[src/hw/uart_frame_pkg.sv]
`default_nettype none

package uart_frame_pkg;

  // payload bits carried by one frame
  localparam int unsigned data_bits = 8;

  // start + data + parity + stop
  localparam int unsigned frame_bits = 11;

  // receive side parity handling
  typedef enum logic {
    no_check  = 1'b0,
    odd_check = 1'b1
  } parity_mode_e;

endpackage

`default_nettype wire

[src/hw/uart_cmd_pkg.sv]
`default_nettype none

package uart_cmd_pkg;

  localparam int unsigned cmd_width = 16;

  // command word layout
  localparam int unsigned rw_bit   = 15;
  localparam int unsigned addr_msb = 14;
  localparam int unsigned addr_lsb = 8;

  // matches the encoding of rw_bit
  typedef enum logic {
    op_write = 1'b0,
    op_read  = 1'b1
  } op_e;

  typedef enum logic [2:0] {
    idle,
    send_addr,
    send_data,
    wait_resp,
    done
  } seq_state_e;

endpackage

`default_nettype wire

[src/hw/uart_tx_frame.sv]
`timescale 1ns/1ps
`default_nettype none

module uart_tx_frame #(
  parameter int unsigned CLKS_PER_BIT = 434
) (
  input  logic                                 clk,
  input  logic                                 rst_n,
  input  logic                                 tx_start,
  input  logic [uart_frame_pkg::data_bits-1:0] tx_byte,
  output logic                                 tx,
  output logic                                 tx_busy,
  output logic                                 tx_done
);

  localparam int unsigned CNT_W = $clog2(CLKS_PER_BIT + 1);
  localparam int unsigned BIT_W = $clog2(uart_frame_pkg::frame_bits);
  localparam int unsigned SR_W  = uart_frame_pkg::frame_bits - 1;
  localparam logic [CNT_W-1:0] BAUD_LAST = CNT_W'(CLKS_PER_BIT - 1);
  localparam logic [BIT_W-1:0] STOP_IDX  = BIT_W'(uart_frame_pkg::frame_bits - 1);

  logic [CNT_W-1:0] cnt;
  logic [BIT_W-1:0] bit_idx;
  // data, parity and stop still to go out, lsb first
  logic [SR_W-1:0]  sr;
  logic             bit_end;

  assign bit_end = tx_busy && (cnt == BAUD_LAST);

  // last cycle of the stop bit
  assign tx_done = bit_end && (bit_idx == STOP_IDX);

  always_ff @(posedge clk or negedge rst_n) begin
    if (!rst_n) begin
      tx      <= 1'b1;
      tx_busy <= 1'b0;
      cnt     <= '0;
      bit_idx <= '0;
    end else if (!tx_busy) begin
      if (tx_start) begin
        tx_busy <= 1'b1;
        tx      <= 1'b0;
        cnt     <= '0;
        bit_idx <= '0;
      end
    end else if (bit_end) begin
      cnt <= '0;
      if (bit_idx == STOP_IDX) begin
        tx_busy <= 1'b0;
        tx      <= 1'b1;
      end else begin
        tx      <= sr[0];
        bit_idx <= bit_idx + 1'b1;
      end
    end else begin
      cnt <= cnt + 1'b1;
    end
  end

  always_ff @(posedge clk) begin
    if (!tx_busy && tx_start) begin
      // odd parity is the inverted xor of the byte
      sr <= {1'b1, ~^tx_byte, tx_byte};
    end else if (bit_end) begin
      sr <= {1'b1, sr[SR_W-1:1]};
    end
  end

endmodule

`default_nettype wire

[src/hw/uart_rx_frame.sv]
`timescale 1ns/1ps
`default_nettype none

module uart_rx_frame #(
  parameter int unsigned                  CLKS_PER_BIT = 434,
  parameter uart_frame_pkg::parity_mode_e CHECK_PARITY = uart_frame_pkg::odd_check
) (
  input  logic                                 clk,
  input  logic                                 rst_n,
  input  logic                                 rx,
  input  logic                                 rx_arm,
  output logic                                 rx_busy,
  output logic                                 rx_valid,
  output logic [uart_frame_pkg::data_bits-1:0] rx_byte,
  output logic                                 rx_parity_err
);

  localparam int unsigned DATA_W = uart_frame_pkg::data_bits;
  localparam int unsigned CNT_W  = $clog2(CLKS_PER_BIT + 1);
  localparam int unsigned BIT_W  = $clog2(uart_frame_pkg::frame_bits);
  localparam logic [CNT_W-1:0] FULL_LOAD = CNT_W'(CLKS_PER_BIT - 1);
  localparam logic [CNT_W-1:0] HALF_LOAD = CNT_W'((CLKS_PER_BIT - 1) / 2);
  localparam logic [BIT_W-1:0] LAST_DATA = BIT_W'(DATA_W);
  localparam logic [BIT_W-1:0] PAR_IDX   = BIT_W'(DATA_W + 1);
  localparam logic [BIT_W-1:0] STOP_IDX  = BIT_W'(uart_frame_pkg::frame_bits - 1);

  logic              rx_s1;
  logic              rx_s2;
  logic              rx_prev;
  logic              start_edge;
  logic              sample;
  logic              parity_bad;
  logic [CNT_W-1:0]  cnt;
  logic [BIT_W-1:0]  bit_idx;
  logic [DATA_W-1:0] data_sr;
  logic              par_bit;

  // idle high so reset does not look like a start edge
  always_ff @(posedge clk or negedge rst_n) begin
    if (!rst_n) begin
      rx_s1   <= 1'b1;
      rx_s2   <= 1'b1;
      rx_prev <= 1'b1;
    end else begin
      rx_s1   <= rx;
      rx_s2   <= rx_s1;
      rx_prev <= rx_s2;
    end
  end

  assign start_edge = rx_prev && !rx_s2;
  assign sample     = rx_busy && (cnt == '0);
  assign parity_bad = (CHECK_PARITY == uart_frame_pkg::odd_check) && (par_bit != ~^data_sr);

  always_ff @(posedge clk or negedge rst_n) begin
    if (!rst_n) begin
      rx_busy  <= 1'b0;
      rx_valid <= 1'b0;
      cnt      <= '0;
      bit_idx  <= '0;
    end else begin
      rx_valid <= 1'b0;
      if (!rx_busy) begin
        if (start_edge && rx_arm) begin
          rx_busy <= 1'b1;
          cnt     <= HALF_LOAD;
          bit_idx <= '0;
        end
      end else if (!sample) begin
        cnt <= cnt - 1'b1;
      end else begin
        cnt     <= FULL_LOAD;
        bit_idx <= bit_idx + 1'b1;
        if (bit_idx == '0 && rx_s2) begin
          // start bit already gone by mid-bit
          rx_busy <= 1'b0;
        end else if (bit_idx == STOP_IDX) begin
          rx_busy  <= 1'b0;
          rx_valid <= 1'b1;
        end
      end
    end
  end

  always_ff @(posedge clk) begin
    if (sample) begin
      if (bit_idx != '0 && bit_idx <= LAST_DATA) begin
        data_sr <= {rx_s2, data_sr[DATA_W-1:1]};
      end
      if (bit_idx == PAR_IDX) begin
        par_bit <= rx_s2;
      end
      if (bit_idx == STOP_IDX) begin
        rx_byte       <= data_sr;
        // framing error folds into the same flag
        rx_parity_err <= parity_bad || !rx_s2;
      end
    end
  end

endmodule

`default_nettype wire

[src/hw/uart_cmd_seq.sv]
`timescale 1ns/1ps
`default_nettype none

module uart_cmd_seq #(
  parameter int unsigned CLKS_PER_BIT      = 434,
  parameter int unsigned RESP_TIMEOUT_BITS = 32,
  parameter int unsigned READ_WIDTH        = 8
) (
  input  logic                               clk,
  input  logic                               rst_n,
  input  logic [uart_cmd_pkg::cmd_width-1:0] cmd_in,
  input  logic                               cmd_vld,
  output logic                               cmd_rdy,
  output logic                               tx_start,
  output logic [7:0]                         tx_byte,
  input  logic                               tx_busy,
  input  logic                               tx_done,
  output logic                               rx_arm,
  input  logic                               rx_busy,
  input  logic                               rx_valid,
  input  logic [7:0]                         rx_byte,
  input  logic                               rx_parity_err,
  output logic                               read_rdy,
  output logic [READ_WIDTH:0]                read_data
);

  localparam int unsigned ADDR_W = uart_cmd_pkg::addr_msb - uart_cmd_pkg::addr_lsb + 1;
  localparam int unsigned TIMEOUT_CYCLES = RESP_TIMEOUT_BITS * CLKS_PER_BIT;
  localparam int unsigned TO_W = $clog2(TIMEOUT_CYCLES + 1);
  localparam logic [TO_W-1:0] TO_LAST = TO_W'(TIMEOUT_CYCLES - 1);

  uart_cmd_pkg::seq_state_e state;
  uart_cmd_pkg::op_e        op_q;

  logic [ADDR_W-1:0] addr_q;
  logic [7:0]        data_q;
  logic              accept;
  logic              launched;
  logic [TO_W-1:0]   to_cnt;
  logic              timed_out;

  assign accept    = cmd_vld && cmd_rdy;
  assign rx_arm    = (state == uart_cmd_pkg::wait_resp);
  assign timed_out = rx_arm && !rx_busy && (to_cnt == TO_LAST);

  // address byte carries the op in bit 7
  assign tx_byte = (state == uart_cmd_pkg::send_data) ? data_q
                 : {(op_q == uart_cmd_pkg::op_read), addr_q};

  always_ff @(posedge clk) begin
    if (accept) begin
      op_q   <= uart_cmd_pkg::op_e'(cmd_in[uart_cmd_pkg::rw_bit]);
      addr_q <= cmd_in[uart_cmd_pkg::addr_msb:uart_cmd_pkg::addr_lsb];
      data_q <= cmd_in[7:0];
    end
  end

  always_ff @(posedge clk or negedge rst_n) begin
    if (!rst_n) begin
      state    <= uart_cmd_pkg::idle;
      cmd_rdy  <= 1'b1;
      tx_start <= 1'b0;
      launched <= 1'b0;
      read_rdy <= 1'b0;
      to_cnt   <= '0;
    end else begin
      tx_start <= 1'b0;
      read_rdy <= 1'b0;
      case (state)
        uart_cmd_pkg::idle, uart_cmd_pkg::done: begin
          if (accept) begin
            cmd_rdy <= 1'b0;
            state   <= uart_cmd_pkg::send_addr;
          end else begin
            state <= uart_cmd_pkg::idle;
          end
        end
        uart_cmd_pkg::send_addr, uart_cmd_pkg::send_data: begin
          if (!launched && !tx_busy) begin
            tx_start <= 1'b1;
            launched <= 1'b1;
          end
          if (tx_done) begin
            launched <= 1'b0;
            if (state == uart_cmd_pkg::send_data) begin
              cmd_rdy <= 1'b1;
              state   <= uart_cmd_pkg::done;
            end else if (op_q == uart_cmd_pkg::op_write) begin
              state <= uart_cmd_pkg::send_data;
            end else begin
              to_cnt <= '0;
              state  <= uart_cmd_pkg::wait_resp;
            end
          end
        end
        uart_cmd_pkg::wait_resp: begin
          if (rx_valid || timed_out) begin
            read_rdy <= 1'b1;
            cmd_rdy  <= 1'b1;
            state    <= uart_cmd_pkg::done;
          end else if (!rx_busy) begin
            // held while a frame arrives and resumed after a false start
            to_cnt <= to_cnt + 1'b1;
          end
        end
        default: begin
          state <= uart_cmd_pkg::idle;
        end
      endcase
    end
  end

  always_ff @(posedge clk) begin
    if (rx_arm && rx_valid) begin
      read_data <= {rx_parity_err, READ_WIDTH'(rx_byte)};
    end else if (timed_out) begin
      read_data <= {1'b1, {READ_WIDTH{1'b0}}};
    end
  end

endmodule

`default_nettype wire

[src/hw/uart_cmd_bridge.sv]
`timescale 1ns/1ps
`default_nettype none

module uart_cmd_bridge #(
  parameter int unsigned                  CLKS_PER_BIT      = 434,
  parameter uart_frame_pkg::parity_mode_e CHECK_PARITY      = uart_frame_pkg::odd_check,
  parameter int unsigned                  RESP_TIMEOUT_BITS = 32,
  parameter int unsigned                  READ_WIDTH        = 8
) (
  input  logic                               clk,
  input  logic                               rst_n,
  input  logic [uart_cmd_pkg::cmd_width-1:0] cmd_in,
  input  logic                               cmd_vld,
  output logic                               cmd_rdy,
  input  logic                               rx,
  output logic                               tx,
  output logic                               read_rdy,
  output logic [READ_WIDTH:0]                read_data
);

  logic       tx_start;
  logic [7:0] tx_byte;
  logic       tx_busy;
  logic       tx_done;
  logic       rx_arm;
  logic       rx_busy;
  logic       rx_valid;
  logic [7:0] rx_byte;
  logic       rx_parity_err;

  uart_cmd_seq #(
    .CLKS_PER_BIT      (CLKS_PER_BIT),
    .RESP_TIMEOUT_BITS (RESP_TIMEOUT_BITS),
    .READ_WIDTH        (READ_WIDTH)
  ) u_seq (
    .clk           (clk),
    .rst_n         (rst_n),
    .cmd_in        (cmd_in),
    .cmd_vld       (cmd_vld),
    .cmd_rdy       (cmd_rdy),
    .tx_start      (tx_start),
    .tx_byte       (tx_byte),
    .tx_busy       (tx_busy),
    .tx_done       (tx_done),
    .rx_arm        (rx_arm),
    .rx_busy       (rx_busy),
    .rx_valid      (rx_valid),
    .rx_byte       (rx_byte),
    .rx_parity_err (rx_parity_err),
    .read_rdy      (read_rdy),
    .read_data     (read_data)
  );

  uart_tx_frame #(
    .CLKS_PER_BIT (CLKS_PER_BIT)
  ) u_tx (
    .clk      (clk),
    .rst_n    (rst_n),
    .tx_start (tx_start),
    .tx_byte  (tx_byte),
    .tx       (tx),
    .tx_busy  (tx_busy),
    .tx_done  (tx_done)
  );

  uart_rx_frame #(
    .CLKS_PER_BIT (CLKS_PER_BIT),
    .CHECK_PARITY (CHECK_PARITY)
  ) u_rx (
    .clk           (clk),
    .rst_n         (rst_n),
    .rx            (rx),
    .rx_arm        (rx_arm),
    .rx_busy       (rx_busy),
    .rx_valid      (rx_valid),
    .rx_byte       (rx_byte),
    .rx_parity_err (rx_parity_err)
  );

endmodule

`default_nettype wire

[config.mk]
export PLATFORM = sky130hd
export DESIGN_NAME = uart_cmd_bridge
export DESIGN_NICKNAME = d
export VERILOG_FILES = /design/src/hw/uart_frame_pkg.sv /design/src/hw/uart_cmd_pkg.sv /design/src/hw/uart_tx_frame.sv /design/src/hw/uart_rx_frame.sv /design/src/hw/uart_cmd_seq.sv /design/src/hw/uart_cmd_bridge.sv
export SDC_FILE = /design/constraint.sdc
export NUM_CORES = 1
export LEC_CHECK = 0
export BUFFER_PORTS_ARGS = -buffer_cell sky130_fd_sc_hd__buf_2
export CAP_MARGIN = 20
export CORE_ASPECT_RATIO = 1.1
export CORE_MARGIN = 2
export CORE_UTILIZATION = 29
export CTS_BUF_LIST = sky130_fd_sc_hd__clkbuf_8
export CTS_CLUSTER_DIAMETER = 30
export DETAILED_ROUTE_END_ITERATION = 8
export SLEW_MARGIN = 20
export SYNTH_ARGS = -nofsm -noshare
export SYNTH_HDL_FRONTEND = slang
export SYNTH_HIERARCHICAL = 1
export SYNTH_SLANG_ARGS = --single-unit
[constraint.sdc]
create_clock -name clk -period 2.2 [get_ports clk]
set_input_delay 0.11 -clock clk [delete_from_list [all_inputs] [get_ports clk]]
set_output_delay 0.11 -clock clk [all_outputs]
set_load 0.005 [all_outputs]
==> impl_results.md, run 1 <==
- Status: complete, no violations
- Core box area: approximately 17000 sq um
- Crit-path cells: nand2b_1 -> nor2_2 -> buf_6 -> mux2_2 -> xnor2_2 -> xnor2_2 -> xnor2_1 -> nand2_1
- Top cell by count, worst path: xnor2_2
- Fin cells: approximately 700
- Routability Congestion: slightly above 0.8
- Post-route DRC violation count: 0
- Die Area: roughly 18000 sq um
- Worst setup path category: reg2reg
- Synth Flop Type: edfxtp_1
- Dpl cells: approximately 670
- Synthesized instance count: around 420
- Vias in the first global route: 3489
- Largest net degree at the start of global routing: 32
- Pins Over Slew Limit: 0
- Horiz. Die Dim: 129 um
- Total Neg Setup Slack: 0 ns
- H-tree depth: 3
- # fillers: 1638
- Hold Startpoint: cmd_vld
- Layout cells sized above 1: 0.214
- Most frequent cells in the layout: edfxtp_1 (52), nand2_1 (49), dfrtp_1 (49)
- Drt first pass iters: 4
- TritonCTS buffer count: 9
- Via density: 4.88
- CTS max path bufs: 2
- Clock latency on the worst-skew pair: ~0.37 ns
- IO Count: 32
- Crit path arrival time: between 2 and 2.5 ns
- Gr usage total: 0.112
- P_int: around 2.7 mW
- Final #Nets: 521
- Ant diodes: 0
- Leakage: 2.40 nW
- Startpoint types: register
- DR iter-0 viols: 219
- Switching power total: 0.773 mW
- Actual slew at the worst max-slew pin: 0.733 ns
- Initial antenna violation count: 0
- Clock share of power: 0.379
- Routed WL per cell: about 14 um
- Fin. Hold Viols: 0
- Unrepaired setup endpoints after global routing: false
- Worst path bufs/invs: 1
- Ys Warns: 6
- Worst Path Required: about 2.3 ns
- Peak Freq: between 400 and 500 MHz
- Cell family with the largest share of critical-path delay: XOR/XNOR gates
- Combinational share of power: 0.019
- CP Max Fanout: 8
- Reg-to-reg startpoint: u_seq/state[2]
- Avg Inst Size Synth: roughly 12 sq um
- Number of flops mapped to enable cells by yosys: 52
- Initial Util: 0.294
- Max cap viols: 0
- Tmin final: roughly 2 ns
- Seq pwr share: 0.601
- Crit share post-route: 0.930
- #FFs+latches synth: around 110
- Commonest non-fill, non-tap cell in the layout: edfxtp_1
- Sequential fraction of the synthesis area: 0.588
- Final HPWL DP: roughly 6.8 mm
- Drt total wl: roughly 9.6 mm
- Crit. End Element: register
- Slowest CP cell: dfrtp_1
- Pwr per Cell Area: a little under 600 nW/um^2
- GRT overflow: 0
- Switching share of power: 0.224
- Hold Path Class: in2reg
- Worst relative slew slack: 0.510
- CTS root buf: clkbuf_8
- Endpoints failing setup: 0
- CP Launch Point: u_seq/state[2]
- Vias: 3432
- Synth Cell Area: 4960 sq um
- Worst-path clk slew: ~0.1 ns
- Delay of the slowest critical-path stage: about 0.4 ns
- Peak VDD IR: 260 uV
- Antenna-violating nets left: 0
- Core Rows: 50
- Net Count, Synth: ~450
- Area growth syn-to-layout: 19.7%
- Port bufs: 31
- CTS sink count: between 100 and 150
- Asr flop ratio synth: 0.509
- Pwr Total: around 3.5 mW
- Clock Skew: roughly 0.015 ns
- Die H: around 140 um
- First-pass GRT wire length: about 16 mm
- Synth cell types: just under 70
- CTS tree: done
- Hold_ws: roughly 0.044 ns
cell usage after synthesis, types with 3 or more instances:
master	count	area [sq um]
nand4_1	5	31.3
a22o_1	3	26.3
inv_1	18	67.6
a31oi_1	14	87.6
nor4_1	5	31.3
nand2b_1	10	62.6
nand3_1	13	65.1
nand2_1	49	184
o21a_1	3	22.5
xor2_1	6	52.6
nor2_1	22	82.6
mux2_2	10	113
nor3_1	4	20.0
clkbuf_1	8	30.0
dfrtp_1	49	1230
o211ai_1	6	45.0
o31ai_1	5	37.5
and2_1	3	18.8
a21oi_1	14	70.1
and3_1	13	81.3
ha_1	10	125
and3b_1	3	26.3
edfxtp_1	52	1560
nor2b_1	4	25.0
o21ai_0	19	95.1
nand3b_1	3	22.5
xnor2_1	14	123
dfstp_2	5	131
worst paths after layout:
| kind | slack, ns | cells past startpoint | to |
|---|---|---|---|
| setup / recovery | 0.15 | 8 | u_tx/sr[8] |
| hold / removal | 0.04 | 2 | u_seq/state[0] |
| setup reg to reg | 0.15 | 8 | u_tx/sr[8] |
| hold reg to reg | 0.37 | 0 | u_rx/rx_s2 |
| max in group asynchronous | 1.28 | 3 | u_tx/tx |
| min in group asynchronous | 0.26 | 2 | u_rx/bit_idx[0] |
power by group through the flow:
stage                     Sequential [mW]  Clock (mW)  Combinational [mW]
after floorplan                      2.12           0             0.00133
after global placement               2.12           0              0.0423
after detailed placement             2.12           0              0.0439
after CTS                            2.08        1.37              0.0688
after global routing                 2.08        1.43              0.0750
final                                2.08        1.31              0.0667
metal layers:
layer  up-vias  GRT usage  wire (um)
li1       1692          -          -
met4         0     0.0469         78
met5         -          0          0
met3         6     0.0216        305
met1      1680      0.135       4290
met2        54      0.194       4960
worst reg2reg max path: stages, from the launching register on:
cell and delay [ns]:
dfrtp_1 0.40, nand2b_1 0.18, nor2_2 0.11, buf_6 0.16, mux2_2 0.38, xnor2_2 0.22, xnor2_2 0.15, xnor2_1 0.14
nand2_1 0.08
stage by stage:
| stage | utilization | setup WS (ns) | instance area (sq um) |
|---|---|---|---|
| final | 0.352 | 0.154 | 5940 |
| after global routing | 0.352 | 0.0355 | 5940 |
| after CTS | 0.348 | 0.0126 | 5880 |
| after detailed placement | 0.324 | -0.0348 | 5470 |
| after global placement | 0.324 | 0.0273 | 5470 |
| after floorplan | - | 0.0873 | 4970 |
registers in the layout, indices dropped and copies added, names as in the netlist, 7 cells and up:
name and flops:
u_seq/to_cnt 14, u_rx/cnt 9, u_seq/read_data 9, u_tx/cnt 9, u_tx/sr 9, u_rx/data_sr 8, u_rx/rx_byte 8, u_seq/data_q 8
u_seq/addr_q 7
final cells by class:
class	count	area [sq um]	share of cell area
Multi-Input combinational cell	284	1940	0.327
Inverter	18	67.6	0.0114
Tap cell	208	260	0.0438
Sequential cell	106	2920	0.491
Timing Repair Buffer	72	524	0.0882
Clock inverter	7	103	0.0173
Clock buffer	9	124	0.0209
repair_timing:
item                       4_1_cts  5_1_grt
pin swaps                        0        5
setup buffers                    0        2
hold buffers                    18        0
cloned                           0        0
hold endpoints to repair        37        0
resized for setup                1        9
setup endpoints to repair        1        5
kinds of logic (layout without fill, tap and decap cells):
logic type	count (synthesis)	count (layout)	synth area share
adders and majority gates	10	10	0.0252
buffers and inverters	32	106	0.0292
DFF	106	106	0.588
AOI/OAI and AO/OA	85	85	0.115
muxes	12	12	0.0267
and+or+nand+nor	156	156	0.176
xor gates and xnor gates	21	21	0.0398
Power figures use the tool's default switching activity.
==> run 2: changes to the inputs <==
- ABC_AREA: not set -> 1
==> run 2 against run 1 <==
Against the previous run:
- sequential power about the same
- combinational power up 71%
- synthesized cell count up 47%
- worst hold slack better by 0.19 ns
- wire length up 2.8%
- sequential share of layout area down 2.6 points
- die area up 8.2%
- cell count up 32%
- critical path type unchanged
- critical endpoint is now u_seq/to_cnt[11]
==> impl_results.md, run 2 <==
- Status: complete, no violations
- Worst setup path category: reg2reg
- GRT overflow: 0 (unchanged)
- Final HPWL DP: 7.13 mm (+5.4%)
- Horiz. Die Dim: 134 um (+4.0%)
- Crit. End Element: register
- Layout cells sized above 1: 0.150 (-0.0638)
- Delay of the slowest critical-path stage: 0.41 ns (about the same)
- DR iter-0 viols: 220 (+0.46%)
- Clock latency on the worst-skew pair: 0.37 ns (about the same)
- Post-route DRC violation count: 0 (unchanged)
- IO Count: 32 (unchanged)
- Area share of the largest cell type after synthesis: 0.290 (-0.0246)
- Crit path arrival time: 2.27 ns (+0.10 ns)
- Most common cell in the netlist: nand2_1
- Total Neg Setup Slack: 0 ns (unchanged)
- Largest register FFs: 14 (unchanged)
- CP Max Fanout: 6 (-2)
- Startpoint types: register
- Most frequent cells in the layout: nand2_1 (196), inv_1 (80), nor2_1 (71)
- Largest net degree at the start of global routing: 27 (-16%)
- Ant diodes: 0 (unchanged)
- Ys Warns: 6 (unchanged)
- Core Rows: 52 (+4.0%)
- Leakage: 2.87 nW (+20%)
- Postcts setup bufs: 0 (unchanged)
- Final #Nets: 712 (+37%)
- Commonest non-fill, non-tap cell in the layout: nand2_1
- Largest Register: u_seq/to_cnt
- Routability Congestion: 0.812 (-1.6%)
- Synthesized instance count: 621 (+47%)
- Die Area: 19700 sq um (+8.2%)
- Peak Freq: 512 MHz (+4.7%)
- CTS sink count: 106 (unchanged)
- Drt total wl: 9.90 mm (+2.8%)
- Worst-path clk slew: 0.10 ns (about the same)
- Synth cell types: 37 (-46%)
- Largest cells by area after synthesis: edfxtp_1 (29%), dfrtp_1 (23%), nand2_1 (14%)
- Drt first pass iters: 4 (unchanged)
- Vias: 3966 (+16%)
- Initial antenna violation count: 0 (unchanged)
- Synth Cell Area: 5390 sq um (+8.5%)
- Area growth syn-to-layout: 16.4%
- Asr flop ratio synth: 0.509 (unchanged)
- Hold Path Class: in2reg
- Pins Over Slew Limit: 0 (unchanged)
- First-pass GRT wire length: 17.4 mm (+5.8%)
- Actual slew at the worst max-slew pin: 0.655 ns (-0.0778 ns)
- Peak VDD IR: 322 uV (+24%)
- Post-Route Utilization: 0.343 (-0.00877)
- TritonCTS buffer count: 9 (unchanged)
- Top cells by count, synth: nand2_1 (196), inv_1 (80), nor2_1 (71)
- Top cell by count, worst path: nand2_1
- CTS root buf: clkbuf_8
- Pwr Total: 3.60 mW (+4.1%)
- Clock Skew: 0.00850 ns (-0.00603 ns)
- Core box area: 18300 sq um (+8.2%)
- Unrepaired setup endpoints after global routing: false
- Via density: 4.26 (-13%)
- Port bufs: 31 (unchanged)
- Tmin final: 1.95 ns (-0.0918 ns)
- Avg Inst Size Synth: 8.67 sq um (-26%)
- CTS max path bufs: 2 (unchanged)
- Net Count, Synth: 651 (+44%)
- Slowest CP cell: dfrtp_1
- Fin. Hold Viols: 0 (unchanged)
- Gr usage total: 0.107 (-0.00491)
- Worst relative slew slack: 0.563 (+0.0537)
- #FFs+latches synth: 106 (unchanged)
- Number of flops mapped to enable cells by yosys: 52 (unchanged)
- Pwr per Cell Area: 574 nW/um^2 (-1.3%)
- Worst Path Required: 2.52 ns (+0.20 ns)
- Yosys top cell by area: edfxtp_1
- Initial Util: 0.295 (+0.000701)
- Synth Flop Type: edfxtp_1
- Crit-path cells: inv_1 -> ha_1 -> nand2_1 -> nor2_1 -> nand2_1 -> nor3_2 -> nand3_2 -> nand2_1 -> nand2_1 -> nor2_2 -> nand2_1 -> nand2_1
- Endpoints failing setup: 0 (unchanged)
- H-tree depth: 3 (unchanged)
- Vias in the first global route: 3720 (+6.6%)
- Routed WL per cell: 10.6 um (-22%)
- Die H: 147 um (+4.0%)
- Antenna-violating nets left: 0 (unchanged)
- Crit share post-route: 0.888 (-0.0417)
- CTS tree: done
- Max cap viols: 0 (unchanged)
- Sequential fraction of the synthesis area: 0.542 (-0.0460)
[run 2: cell types whose count changed in the layout (fill, tap and decap cells not counted), sizes merged, moves of 8 or more]
cell    before  now
nand2b      10    0
xnor2       14    6
buf         54   37
a31oi       14    0
a21oi       15    6
nor2        22   82
inv         22   90
and3        14    0
nand2       49  206
nand3       16   49
[run 2: routing by layer]
metal  part of all wire  global-route usage  vias to the layer above
met3              0.029              0.0255                       18
met2               0.48               0.174                       38
met4              0.019              0.0340                        0
met5                  0                   0                        -
met1               0.47               0.141                     1821
li1                   -                   -                     2089
[run 2: through the flow]
step                      worst slack (ns)  hold slack (ns)  cells  cell area, sq um
after global placement               0.205            0.179    896              5850
after CTS                           0.0706            0.219    930              6260
final                                0.246            0.238    930              6270
after global routing                0.0608            0.248    930              6270
after detailed placement             0.114            0.194    896              5850
after floorplan                      0.331           -0.186    621              5390
[run 2: worst paths after layout]
| path | startpoint | end | slack (ns) | cells past startpoint |
|---|---|---|---|---|
| worst max-delay path | u_tx/cnt[1] | u_seq/to_cnt[11] | 0.25 | 12 |
| worst min-delay path | cmd_vld | u_seq/addr_q[0] | 0.24 | 3 |
| worst max register to register | u_tx/cnt[1] | u_seq/to_cnt[11] | 0.25 | 12 |
| worst min register to register | u_rx/rx_s1 | u_rx/rx_s2 | 0.36 | 0 |
| max in group asynchronous | rst_n | u_seq/cmd_rdy | 1.12 | 3 |
| min in group asynchronous | rst_n | u_tx/bit_idx[2] | 0.30 | 2 |
[run 2: cell families (layout without fill, tap and decap cells)]
group / Yosys count / in the layout / synth area share
AOI/OAI and AO/OA: 37 / 37 / 0.0390
xor gates and xnor gates: 14 / 14 / 0.0228
adders and majority gates: 10 / 10 / 0.0232
buffers and inverters: 93 / 159 / 0.0688
DFF: 106 / 106 / 0.542
muxes: 7 / 7 / 0.0146
and+or+nand+nor: 354 / 354 / 0.289
[run 2: final cells by class]
| class | count | area [sq um] |
|---|---|---|
| clock buffer | 9 | 124 |
| clock inverter | 7 | 110 |
| fill | 1887 | 12000 |
| inverter | 88 | 332 |
| multi-input combinational | 422 | 2100 |
| sequential | 106 | 2920 |
| tap | 243 | 304 |
| timing repair buffer | 55 | 380 |
[run 2: power by group]
part / switching (mW) / leakage, nW / internal, mW
Clock: 0.716 / 0.115 / 0.667
Sequential: 0.00579 / 1.16 / 2.09
Combinational: 0.0619 / 1.59 / 0.0521
[run 2: worst max-delay path: cells and delay by family, from the launching register on]
family	cells	cell delay (ns)
and+or+nand+nor	10	1.24
adders and majority gates	1	0.17
buffers and inverters	1	0.08
DFF	1	0.41
[run 2: what timing repair did]
action                                  in CTS  in global routing
endpoints found under the setup margin       0                 14
hold buffers                                18                  0
resized for setup                            0                  1
hold endpoints to repair                    40                  0
